**src/hdl/ooo_pkg.sv**
```systemverilog
package ooo_pkg;

    // ============================================================
    // sizes
    // ============================================================
    localparam int unsigned RS_DEPTH    = 8;   // station entries
    localparam int unsigned ISSUE_WIDTH = 2;   // max grants per cycle
    localparam int unsigned CDB_WIDTH   = 2;   // wakeup lanes per cycle
    localparam int unsigned FU_NUM      = 4;   // one unit per fu type

    localparam int unsigned PHYS_REGS   = 64;
    localparam int unsigned TAG_W       = $clog2(PHYS_REGS);  // 6
    localparam int unsigned ROB_DEPTH   = 32;
    localparam int unsigned ROB_W       = $clog2(ROB_DEPTH);  // 5
    localparam int unsigned IMM_W       = 32;

    // ============================================================
    // encodings
    // ============================================================
    // fu type doubles as index into the per-unit ready/request arrays
    typedef enum logic [1:0] {
        FU_ALU    = 2'd0,
        FU_MUL    = 2'd1,
        FU_LOAD   = 2'd2,
        FU_BRANCH = 2'd3
    } fu_type_e;

    typedef enum logic [2:0] {
        OP_ADD  = 3'd0,
        OP_SUB  = 3'd1,
        OP_AND  = 3'd2,
        OP_OR   = 3'd3,
        OP_MUL  = 3'd4,
        OP_MULH = 3'd5,  // upper half of product
        OP_LOAD = 3'd6,
        OP_BEQ  = 3'd7
    } opcode_e;

    // ============================================================
    // structs
    // ============================================================
    // one station slot, src ready bits set by rename or by cdb wakeup
    typedef struct packed {
        logic               valid;
        fu_type_e           fu_type;
        opcode_e            opcode;
        logic [ROB_W-1:0]   rob_idx;
        logic [TAG_W-1:0]   dest_tag;
        logic [TAG_W-1:0]   src1_tag;
        logic               src1_rdy;
        logic [TAG_W-1:0]   src2_tag;
        logic               src2_rdy;
        logic [IMM_W-1:0]   imm;
    } rs_entry_t;

    // what the fu sees, tags only since no register values here
    typedef struct packed {
        logic               valid;     // one-cycle pulse per op
        fu_type_e           fu_type;
        opcode_e            opcode;
        logic [ROB_W-1:0]   rob_idx;
        logic [TAG_W-1:0]   dest_tag;
        logic [TAG_W-1:0]   src1_tag;
        logic [TAG_W-1:0]   src2_tag;
        logic [IMM_W-1:0]   imm;
    } issue_packet_t;

endpackage

```
**src/hdl/rs_if.sv**
```systemverilog
`timescale 1ns/1ps

// station <-> issue logic
// entries and ready flow out of the station, grant comes back the same cycle
interface rs_if import ooo_pkg::*; ();

    rs_entry_t [RS_DEPTH-1:0] entries;  // slot contents, valid bit is live
    logic      [RS_DEPTH-1:0] ready;    // valid & src1_rdy & src2_rdy
    logic      [RS_DEPTH-1:0] grant;    // at most ISSUE_WIDTH bits set

    // station side
    modport rs (
        output entries,
        output ready,
        input  grant
    );

    // issue side
    modport iss (
        input  entries,
        input  ready,
        output grant
    );

endinterface

```
**src/hdl/issue_logic.sv**
```systemverilog
`timescale 1ns/1ps

module issue_logic import ooo_pkg::*; (
    input  logic           clk,
    input  logic           reset,

    rs_if.iss              rs,

    // fu ready levels
    input  logic           alu_ready_i,
    input  logic           mul_ready_i,
    input  logic           load_ready_i,
    input  logic           br_ready_i,

    // registered fu requests, valid is a single-cycle pulse
    output issue_packet_t  alu_req_o,
    output issue_packet_t  mul_req_o,
    output issue_packet_t  load_req_o,
    output issue_packet_t  br_req_o
);

    logic          [FU_NUM-1:0]   fu_ready;
    logic          [RS_DEPTH-1:0] grant;
    issue_packet_t                slot_pkt  [ISSUE_WIDTH];  // granted ops in index order
    issue_packet_t                req_d     [FU_NUM];       // routed by fu type
    issue_packet_t                req_pkt_q [FU_NUM];       // request payload
    logic          [FU_NUM-1:0]   req_vld_q;                // request valid pulses

    // strip the ready bits, carry the tags through
    function automatic issue_packet_t to_packet(input rs_entry_t e);
        issue_packet_t p;
        p.valid    = 1'b1;
        p.fu_type  = e.fu_type;
        p.opcode   = e.opcode;
        p.rob_idx  = e.rob_idx;
        p.dest_tag = e.dest_tag;
        p.src1_tag = e.src1_tag;
        p.src2_tag = e.src2_tag;
        p.imm      = e.imm;
        return p;
    endfunction

    // ============================================================
    // selection
    // ============================================================
    assign fu_ready[FU_ALU]    = alu_ready_i;
    assign fu_ready[FU_MUL]    = mul_ready_i;
    assign fu_ready[FU_LOAD]   = load_ready_i;
    assign fu_ready[FU_BRANCH] = br_ready_i;

    issue_selector i_sel (
        .ready_i    (rs.ready),
        .entries_i  (rs.entries),
        .fu_ready_i (fu_ready),
        .grant_o    (grant)
    );

    assign rs.grant = grant;  // station frees these at this edge

    // ============================================================
    // packing and routing
    // ============================================================
    always_comb begin
        int unsigned slot;
        slot = 0;
        for (int s = 0; s < ISSUE_WIDTH; s++) begin
            slot_pkt[s] = '0;
        end
        for (int i = 0; i < RS_DEPTH; i++) begin
            if (grant[i] && (slot < ISSUE_WIDTH)) begin
                slot_pkt[slot] = to_packet(rs.entries[i]);
                slot           = slot + 1;
            end
        end
    end

    // selector never gives one type two slots, so no collision here
    always_comb begin
        for (int f = 0; f < FU_NUM; f++) begin
            req_d[f] = '0;
        end
        for (int s = 0; s < ISSUE_WIDTH; s++) begin
            if (slot_pkt[s].valid) begin
                req_d[slot_pkt[s].fu_type] = slot_pkt[s];
            end
        end
    end

    // ============================================================
    // request registers
    // ============================================================
    always_ff @(posedge clk or posedge reset) begin
        if (reset) begin
            req_vld_q <= '0;
        end else begin
            for (int f = 0; f < FU_NUM; f++) begin
                req_vld_q[f] <= req_d[f].valid;  // drops back when nothing routed
            end
        end
    end

    always_ff @(posedge clk) begin
        for (int f = 0; f < FU_NUM; f++) begin
            if (req_d[f].valid) begin
                req_pkt_q[f] <= req_d[f];
            end
        end
    end

    always_comb begin
        alu_req_o        = req_pkt_q[FU_ALU];
        alu_req_o.valid  = req_vld_q[FU_ALU];
        mul_req_o        = req_pkt_q[FU_MUL];
        mul_req_o.valid  = req_vld_q[FU_MUL];
        load_req_o       = req_pkt_q[FU_LOAD];
        load_req_o.valid = req_vld_q[FU_LOAD];
        br_req_o         = req_pkt_q[FU_BRANCH];
        br_req_o.valid   = req_vld_q[FU_BRANCH];
    end

endmodule

```
**src/hdl/issue_selector.sv**
```systemverilog
`timescale 1ns/1ps

// pure combinational pick of up to ISSUE_WIDTH ready slots
// lowest index wins, one grant per fu type per cycle
module issue_selector import ooo_pkg::*; (
    input  logic      [RS_DEPTH-1:0] ready_i,     // from station
    input  rs_entry_t [RS_DEPTH-1:0] entries_i,   // fu type lookup
    input  logic      [FU_NUM-1:0]   fu_ready_i,  // indexed by fu_type_e
    output logic      [RS_DEPTH-1:0] grant_o
);

    // ============================================================
    // priority scan
    // ============================================================
    always_comb begin
        int unsigned      n_grant;   // grants handed out so far
        logic [FU_NUM-1:0] fu_used;  // types already taken this cycle
        fu_type_e         ft;

        n_grant = 0;
        fu_used = '0;
        grant_o = '0;

        for (int i = 0; i < RS_DEPTH; i++) begin
            ft = entries_i[i].fu_type;
            if (ready_i[i] &&
                fu_ready_i[ft] &&          // unit accepts this cycle
                !fu_used[ft] &&            // single unit per type
                (n_grant < ISSUE_WIDTH)) begin
                grant_o[i]  = 1'b1;
                fu_used[ft] = 1'b1;
                n_grant     = n_grant + 1;
            end
        end
    end

endmodule

```
**src/hdl/issue_top.sv**
```systemverilog
`timescale 1ns/1ps

module issue_top import ooo_pkg::*; (
    input  logic                            clk,
    input  logic                            reset,

    // dispatch
    input  logic                            dispatch_valid_i,
    input  rs_entry_t                       dispatch_entry_i,
    output logic                            rs_full_o,     // hold off dispatch

    // cdb
    input  logic [CDB_WIDTH-1:0]            cdb_valid_i,
    input  logic [CDB_WIDTH-1:0][TAG_W-1:0] cdb_tag_i,

    // fu ready levels
    input  logic                            alu_ready_i,
    input  logic                            mul_ready_i,
    input  logic                            load_ready_i,
    input  logic                            br_ready_i,

    // fu requests
    output issue_packet_t                   alu_req_o,
    output issue_packet_t                   mul_req_o,
    output issue_packet_t                   load_req_o,
    output issue_packet_t                   br_req_o
);

    // ============================================================
    // station <-> issue
    // ============================================================
    rs_if rs_bus ();

    reservation_station i_rs (
        .clk              (clk),
        .reset            (reset),
        .dispatch_valid_i (dispatch_valid_i),
        .dispatch_entry_i (dispatch_entry_i),
        .rs_full_o        (rs_full_o),
        .cdb_valid_i      (cdb_valid_i),
        .cdb_tag_i        (cdb_tag_i),
        .rs               (rs_bus)
    );

    issue_logic i_issue (
        .clk          (clk),
        .reset        (reset),
        .rs           (rs_bus),
        .alu_ready_i  (alu_ready_i),
        .mul_ready_i  (mul_ready_i),
        .load_ready_i (load_ready_i),
        .br_ready_i   (br_ready_i),
        .alu_req_o    (alu_req_o),
        .mul_req_o    (mul_req_o),
        .load_req_o   (load_req_o),
        .br_req_o     (br_req_o)
    );

endmodule

```
**src/hdl/reservation_station.sv**
```systemverilog
`timescale 1ns/1ps

module reservation_station import ooo_pkg::*; (
    input  logic                                clk,
    input  logic                                reset,

    // dispatch, one strobe per cycle at most
    input  logic                                dispatch_valid_i,
    input  rs_entry_t                           dispatch_entry_i,
    output logic                                rs_full_o,

    // result bus broadcasts
    input  logic [CDB_WIDTH-1:0]                cdb_valid_i,
    input  logic [CDB_WIDTH-1:0][TAG_W-1:0]     cdb_tag_i,

    rs_if.rs                                    rs
);

    logic      [RS_DEPTH-1:0] valid_q;     // slot occupied
    logic      [RS_DEPTH-1:0] valid_d;
    rs_entry_t [RS_DEPTH-1:0] entry_q;     // slot payload and src ready bits
    logic      [RS_DEPTH-1:0] alloc_oh;    // slot written this edge
    logic      [RS_DEPTH-1:0] wake1;       // src1 tag seen on cdb
    logic      [RS_DEPTH-1:0] wake2;       // src2 tag seen on cdb
    rs_entry_t                disp_entry;  // incoming entry after bypass

    // true if any valid cdb lane carries this tag
    function automatic logic cdb_hit(
        input logic [TAG_W-1:0]             tag,
        input logic [CDB_WIDTH-1:0]         lane_valid,
        input logic [CDB_WIDTH-1:0][TAG_W-1:0] lane_tag
    );
        logic hit;
        hit = 1'b0;
        for (int c = 0; c < CDB_WIDTH; c++) begin
            if (lane_valid[c] && (lane_tag[c] == tag)) begin
                hit = 1'b1;
            end
        end
        return hit;
    endfunction

    // ============================================================
    // allocation
    // ============================================================
    assign rs_full_o = &valid_q;  // straight from the flops

    // lowest free slot, one-hot, zero when full or no strobe
    always_comb begin
        logic found;
        found    = 1'b0;
        alloc_oh = '0;
        for (int i = 0; i < RS_DEPTH; i++) begin
            if (!valid_q[i] && !found) begin
                alloc_oh[i] = dispatch_valid_i;
                found       = 1'b1;
            end
        end
    end

    // same-cycle broadcast marks the incoming source ready
    always_comb begin
        disp_entry          = dispatch_entry_i;
        disp_entry.valid    = 1'b1;
        disp_entry.src1_rdy = dispatch_entry_i.src1_rdy |
                              cdb_hit(dispatch_entry_i.src1_tag, cdb_valid_i, cdb_tag_i);
        disp_entry.src2_rdy = dispatch_entry_i.src2_rdy |
                              cdb_hit(dispatch_entry_i.src2_tag, cdb_valid_i, cdb_tag_i);
    end

    // ============================================================
    // wakeup and release
    // ============================================================
    always_comb begin
        for (int i = 0; i < RS_DEPTH; i++) begin
            wake1[i] = cdb_hit(entry_q[i].src1_tag, cdb_valid_i, cdb_tag_i);
            wake2[i] = cdb_hit(entry_q[i].src2_tag, cdb_valid_i, cdb_tag_i);
        end
    end

    // granted slots drop out, alloc only ever hits a free slot
    assign valid_d = (valid_q & ~rs.grant) | alloc_oh;

    always_ff @(posedge clk or posedge reset) begin
        if (reset) begin
            valid_q <= '0;
        end else begin
            valid_q <= valid_d;
        end
    end

    always_ff @(posedge clk) begin
        for (int i = 0; i < RS_DEPTH; i++) begin
            if (alloc_oh[i]) begin
                entry_q[i] <= disp_entry;
            end else if (valid_q[i]) begin
                entry_q[i].src1_rdy <= entry_q[i].src1_rdy | wake1[i];  // sticky
                entry_q[i].src2_rdy <= entry_q[i].src2_rdy | wake2[i];
            end
        end
    end

    // ============================================================
    // outputs to issue
    // ============================================================
    always_comb begin
        for (int i = 0; i < RS_DEPTH; i++) begin
            rs.entries[i]       = entry_q[i];
            rs.entries[i].valid = valid_q[i];  // live bit, not the stored copy
            rs.ready[i]         = valid_q[i] & entry_q[i].src1_rdy & entry_q[i].src2_rdy;
        end
    end

endmodule

```
**config.mk**
```make
export PLATFORM = sky130hd
export DESIGN_NAME = issue_top
export DESIGN_NICKNAME = d
export VERILOG_FILES = /design/src/hdl/ooo_pkg.sv /design/src/hdl/rs_if.sv /design/src/hdl/issue_logic.sv /design/src/hdl/issue_selector.sv /design/src/hdl/issue_top.sv /design/src/hdl/reservation_station.sv
export SDC_FILE = /design/constraint.sdc
export NUM_CORES = 1
export LEC_CHECK = 0
export ABC_AREA = 1
export BUFFER_PORTS_ARGS = -buffer_cell sky130_fd_sc_hd__buf_2
export CORE_ASPECT_RATIO = 0.75
export CORE_MARGIN = 1.5
export CORE_UTILIZATION = 33
export CTS_CLUSTER_SIZE = 40
export DETAILED_ROUTE_END_ITERATION = 12
export HOLD_SLACK_MARGIN = 0.06
export SYNTH_ARGS = -nofsm -noshare
export SYNTH_HDL_FRONTEND = slang
export SYNTH_SLANG_ARGS = --single-unit
```
**constraint.sdc**
```tcl
create_clock -name clk -period 9.8 [get_ports clk]
set_clock_uncertainty 0.15 [all_clocks]
set_input_delay 0.98 -clock clk [delete_from_list [all_inputs] [get_ports clk]]
set_output_delay 0.98 -clock clk [all_outputs]
set_load 0.05 [all_outputs]
```
Word-level counts from Yosys, hierarchy flattened
Memory sizes are Yosys's and may differ from the RTL's.
Cells that the tools add are included.
{"block": "word_totals", "ff_bits": 508, "latchBits": 0, "mem_bits_rw": 244, "rom_bits": 0, "input_bits": 84, "output_inout_bits": 245, "wordCells": 544, "n_memories": 1}
{"block": "op_classes", "add_sub_neg": 12, "n_mul": 0, "div": 0, "order_cmp": 47, "eq_ne": 36, "shift": 0, "mux": 202, "n_bitwise": 53, "n_reduce_logical": 119}
{"memory": "i_issue.req_pkt_q", "words": 4, "width": 61, "read_ports": 4, "rd_clocked_by_memory_dff": 0, "write_ports": 4, "line": "issue_logic.sv:26", "source": "issue_packet_t req_pkt_q [FU_NUM];"}
{"op": "122-bit bitwise mux", "count": 7}
{"op": "122-bit 2-to-1 mux", "count": 7}
{"op": "61-bit 2-to-1 mux", "count": 10}
{"op": "244-bit 2-to-1 mux", "count": 2}
{"op": "61-bit demux with 1-bit select", "count": 7}
{"op": "32-bit by 2-bit < comparator with 1-bit output, second input constant", "count": 12}
{"op": "32-bit 2-to-1 mux", "count": 11}
{"op": "32-bit by 1-bit adder with 32-bit output, second input constant", "count": 10}
{"op": "244-bit AND", "count": 1}
{"op": "244-bit bitwise mux", "count": 1}
{"op": "61-bit demux with 2-bit select", "count": 2}
{"op": "33-bit by 2-bit >= comparator with 1-bit output, second input constant", "count": 7}
{"op": "33-bit by 1-bit < comparator with 1-bit output, second input constant", "count": 7}
{"op": "6-bit == test", "count": 36}
{"op": "32-bit inverter with 33-bit output", "count": 6}
{"op": "1-bit 2-to-1 mux", "count": 124}
{"op": "1-bit logical AND", "count": 89}
{"op": "1-bit inverter with 33-bit output", "count": 1}
{"op": "1-bit binary-select mux with 2-bit select", "count": 16}
{"op": "4-bit 2-to-1 mux", "count": 7}
{"op": "2-bit by 3-bit < comparator with 1-bit output, second input constant", "count": 8}
{"op": "4-bit OR", "count": 6}
{"op": "1-bit zero test", "count": 21}
{"op": "1-bit OR", "count": 18}
{"op": "other kinds (14)", "count": 53}

Depth between registers and ports, before layout
{"block": "depth", "word_depth": 61, "depth_mapped": 54, "ltp_nobuf": 52}

Cells and area by module
A second synthesis with hierarchy kept.
{"block": "unflattened", "cells_unflattened": 4611, "hier_area_um2": 40349.9}
{"module": "issue_logic", "n_inst": 1, "cells_per_inst": 2900, "area_each_um2": 19617.6}
{"module": "reservation_station", "n_inst": 1, "cells_per_inst": 1437, "area_each_um2": 19304.8}
{"module": "issue_selector", "n_inst": 1, "cells_per_inst": 274, "area_each_um2": 1427.6}

Least setup slack after synthesis
Ideal clock, no wire load.
{"block": "synth_timing", "kind": "input to register", "start": "in mul_ready_i", "end": "mem i_issue.req_pkt_q[1][0] (netlist bit), enable pin", "t_arrival_ns": 8.060, "required_time_ns": 9.229, "path_slack_ns": 1.169, "path_stages": 46, "path_buffers": 4, "cell_sequence": "buf_2 -> nand2_1 -> nand2_1 -> nand2_1 -> nand2_2 -> nand4_1 -> nand2_1 -> inv_1 -> nand3_1 -> inv_1 -> buf_1 -> ha_1 -> inv_1 -> nand2_1 -> inv_1 -> fa_1 -> nor4b_1 -> nand2_1 -> [10 not listed] -> inv_1 -> ha_1 -> inv_1 -> nand2_1 -> nand2_1 -> inv_1 -> ha_1 -> inv_1 -> o211ai_1 -> nand2_1 -> inv_2 -> nand4_4 -> nand2_1 -> nand2_4 -> inv_2 -> nand3_1 -> buf_2 -> nand2_1"}
{"element": "start, declared", "line": "issue_top.sv:18", "source": "input logic mul_ready_i,"}
{"element": "end, declared", "line": "issue_logic.sv:26"}

==> impl_summary.log <==
[metrics] aggregate global-route resource usage: 23.9%
[metrics] cell-internal power: 7650 uW
[metrics] synthesized flop and latch total: 748
[metrics] cell type with the highest aggregate area in the netlist: edfxtp_1
[metrics] element type at the critical path end: flip-flop
[metrics] number of search-and-repair iterations in the first detailed-routing pass: 6
[metrics] num rows: 109
[metrics] async set-reset flop share out of synthesis: 1.60%
[metrics] routed via count: 33188
[metrics] layout cells sized above 1: 15.0%
[metrics] setup bufs post-CTS: 0
[metrics] horizontal extent of the die: 401 um
[metrics] overall die height: 301 um
[metrics] number of instances in the synthesized netlist: 4213
[metrics] R2R setup slack: 0.86 ns
[metrics] Pwr Density: 308 nW/um2
[metrics] net load switching power: 6330 uW
[metrics] Worst Setup Slack, final: 0.863 ns
[metrics] Post-Place Setup Slack: 0.310 ns
[metrics] sequential fraction of the synthesis area: 57.3%
[metrics] peak fanout along the critical path: 33
[metrics] Critical Path RT: between 10 and 15 ns
[metrics] number of buffers and inverters on the critical path: 10
[metrics] total I/O pin count: 329
[metrics] number of buffers added to fix hold violations after cts: 0
[metrics] MaxCap Viol Count: 0
[metrics] routability cong.: 0.940
[metrics] H-tree depth reported by CTS: 3
[metrics] final worst path period share: 91.2%
[metrics] initial antenna violation count: 18
[metrics] post-synthesis to final-layout area growth: 15.9%
[metrics] Iter 0 DRT Violations: between 4000 and 5000
[metrics] remaining design rule violation count: 0
[metrics] clock tree from TritonCTS: done
[metrics] Hold Slack: 0.259 ns
[metrics] via count of the first global-routing pass: 30883
[metrics] total core area: between 100000 and 150000 um2
[metrics] clock slew at the register clock pins of the worst setup and hold paths: roughly 0.070 ns
[metrics] Register-to-Register Path Depth: 39
[metrics] dpl hpwl: between 90000 and 100000 um
[metrics] layout net count: about 4600
[metrics] Worst EP arrival: 9.14 ns
[metrics] core occupancy in the finished layout: between 30% and 40%
[metrics] number of fill cells in the layout: 11572
[metrics] number of warnings reported in the yosys synthesis log: 0
[metrics] switching power as a share of total power: between 40% and 50%
[metrics] cell class contributing the biggest share of worst-path delay: simple AND/OR/NAND/NOR gates
[metrics] Final TNS setup: 0 ns
[metrics] largest net degree at the start of global routing: 115
[metrics] upper clock frequency limit: 112 MHz
[metrics] area used by multi-input combinational logic: 14500 um2
[metrics] Worst Hold Class: input port to asynchronous set/reset pin
[metrics] per-cell via count in the routed design: 5.46
[metrics] WS Path Type: flip-flop to flip-flop
[metrics] # clock sinks: around 750
[metrics] end of the worst register-to-register path: i_issue.req_pkt_q[1][32]
[metrics] total of endpoints with negative setup slack in the final report: 0
[metrics] count of flip-flops with a built-in enable after synthesis: 736
[metrics] status: completed
[metrics] VDD IR max: 0.258 mV
[metrics] RSZ-0062 raised after global routing: false
[metrics] flip-flop and latch area: 22400 um2
[metrics] relative contribution of sequential cells to total power: about a third
[metrics] Critical R2R Launch: i_rs.rs.entries[123]
[metrics] Final Max Tran Viols: 0
[metrics] post-cts gate resize count: 0
[metrics] Clock power frac: a little under a quarter
[metrics] Critical-path top delay cell: nand2_4
[metrics] Critical Path Source Type: flip-flop
[metrics] combinational cell fraction of total power: 42.7%
[metrics] headroom to the max-slew limit: around an eighth
[metrics] transition time of the tightest slew-check pin: between 1 and 1.5 ns
[metrics] post-synthesis cell type count: 60
[metrics] die footprint: 121000 um2
[metrics] wirelength, routed: about 150000 um
[metrics] top cells by area, synth: edfxtp_1 (56%), nand2_1 (11%), o21ai_0 (5.9%), inv_1 (2.9%), o211ai_1 (2.7%)
[metrics] Max clock buf depth: 3
[metrics] Num CTS Buffers: 80
[metrics] final-report hold violation count: 0
[metrics] total gr overflow: 0
[metrics] port buffer count: 327
[metrics] first-pass GRT wire length: about 210000 um
[metrics] Largest stage delay, worst path: 0.74 ns
[metrics] leakage power figure: 0.0171 uW
[metrics] Starting Density: 33.2%
[metrics] mapped cell area: 39100 um2
[metrics] insertion delay to the later sink of the worst-skew pair: 0.68 ns
[metrics] root buffer cell: clkbuf_16
[metrics] mean cell area of the mapped netlist: 9.29 um2
[metrics] clock period minus worst slack: 8.94 ns
[metrics] Detail Route Antenna Nets: 0
[metrics] most frequently used flop master after synthesis: edfxtp_1
[metrics] post-synth top area share: 56.5%
[metrics] routed len/inst: 24.3 um
==> kinds of logic (layout without fill, tap and decap cells) <==
logic type	after synthesis	count (layout)	share of synthesized area [%]
fa+ha+maj	13	13	0.454
other cells	1	9	0.00958
buf+inv	599	907	6.17
mux	61	61	1.56
flops	748	748	57.3
xor+xnor	33	33	0.739
compound gates	1053	1053	15.7
simple gates	1705	1705	18.1
==> synth_stat cells, types with 3 or more instances <==
cell          n
nor2_1      255
xor2_1       19
buf_2        56
mux2i_1      61
clkbuf_1    171
inv_1       302
o21a_1        3
dfrtp_1      12
nand2_4      13
nand3_2       7
o221ai_1     10
o211ai_1    139
xnor2_1      14
buf_6         8
edfxtp_1    736
o21ai_1     141
inv_2        29
nor3_1       26
buf_4         8
a211oi_1      5
nor2_8        3
nor4_1        5
a21oi_1     100
o41ai_1       9
a2111oi_0    19
buf_1        20
nand2_1    1183
a31oi_1      44
o21ai_0     459
a221oi_1     20
nor2_2       10
nand2_2      13
nor2_4        5
o22ai_1      70
a22oi_1       3
ha_1         11
nand4_1      23
o2111ai_1    20
or2_2        24
nand3_1     128
==> power groups by stage <==
| stage | clock network [uW] | logic [uW] | registers (uW) |
|---|---|---|---|
| CTS | 3320 | 5920 | 4740 |
| finish | 3270 | 5970 | 4740 |
| global placement | 0 | 5860 | 4790 |
| floorplan | 0 | 2740 | 5780 |
| global route | 3440 | 6410 | 4800 |
| detailed placement | 0 | 5890 | 4790 |
==> area by class of cell <==
cell class / count / area share [%]
Clock buffer: 93 / 4.57
Timing Repair Buffer: 422 / 5.38
Tap cell: 1554 / 4.29
Clock inverter: 56 / 1.56
Inverter: 336 / 2.80
Sequential cell: 748 / 49.4
Multi-Input combinational cell: 2869 / 32.0
Antenna cell: 5 / 0.0276
==> routing by layer <==
metal	vias to the layer above	routed length (um)	part of all wire, %	GRT usage [%]
met5	-	117	0.079	0
met4	20	3320	2.2	6.14
met3	252	15800	11	6.50
met2	1735	60700	41	34.2
met1	15962	68000	46	35.4
li1	15219	-	-	-
==> how the worst max path moves through the flow <==
stage                               startpoint                  endpoint  slack [ns]  cells after the start
final                     i_rs.rs.entries[123]  i_issue.req_pkt_q[1][32]        0.86                     39
after detailed placement          load_ready_i  i_issue.req_pkt_q[1][15]        0.31                     42
after CTS                 i_rs.rs.entries[123]  i_issue.req_pkt_q[1][32]        0.91                     39
after global routing      i_rs.rs.entries[123]  i_issue.req_pkt_q[1][32]        0.19                     39
after global placement            load_ready_i  i_issue.req_pkt_q[0][21]        0.41                     42
after floorplan                    mul_ready_i   i_issue.req_pkt_q[1][0]        1.17                     46
==> sequential cells by signal, summed over array words and instances, names as in the netlist <==
signal,count
i_issue.req_pkt_q,240
i_issue.req_vld_q,4
i_rs.valid_q,8
i_rs.rs.entries,496
==> cells in the final DEF, fill, tap and decap left out, drive strengths merged, types with 5 or more instances in the layout <==
cell type	instances
a31oi	44
o211ai	139
nand2	1209
nand4	25
edfxtp	736
a21oi	102
o22ai	70
a211oi	5
o221ai	10
bufinv	13
a221oi	20
ha	11
xnor2	14
inv	336
o41ai	9
o21ai	600
clkbuf	93
dfrtp	12
nand3	137
or2	25
xor2	19
buf	422
clkinv	40
o2111ai	20
nor4	5
nor2	273
diode	5
mux2i	61
a2111oi	19
nor3	26
==> stage by stage <==
| stage | area, um2 | std cells | power [uW] |
|---|---|---|---|
| global route | 45300 | 6080 | 14700 |
| CTS | 45300 | 6078 | 14000 |
| floorplan | 39100 | 4216 | 8520 |
| finish | 45300 | 6083 | 14000 |
| detailed placement | 42500 | 5929 | 10700 |
| global placement | 42500 | 5929 | 10600 |
(Power assumes the default switching activity.)
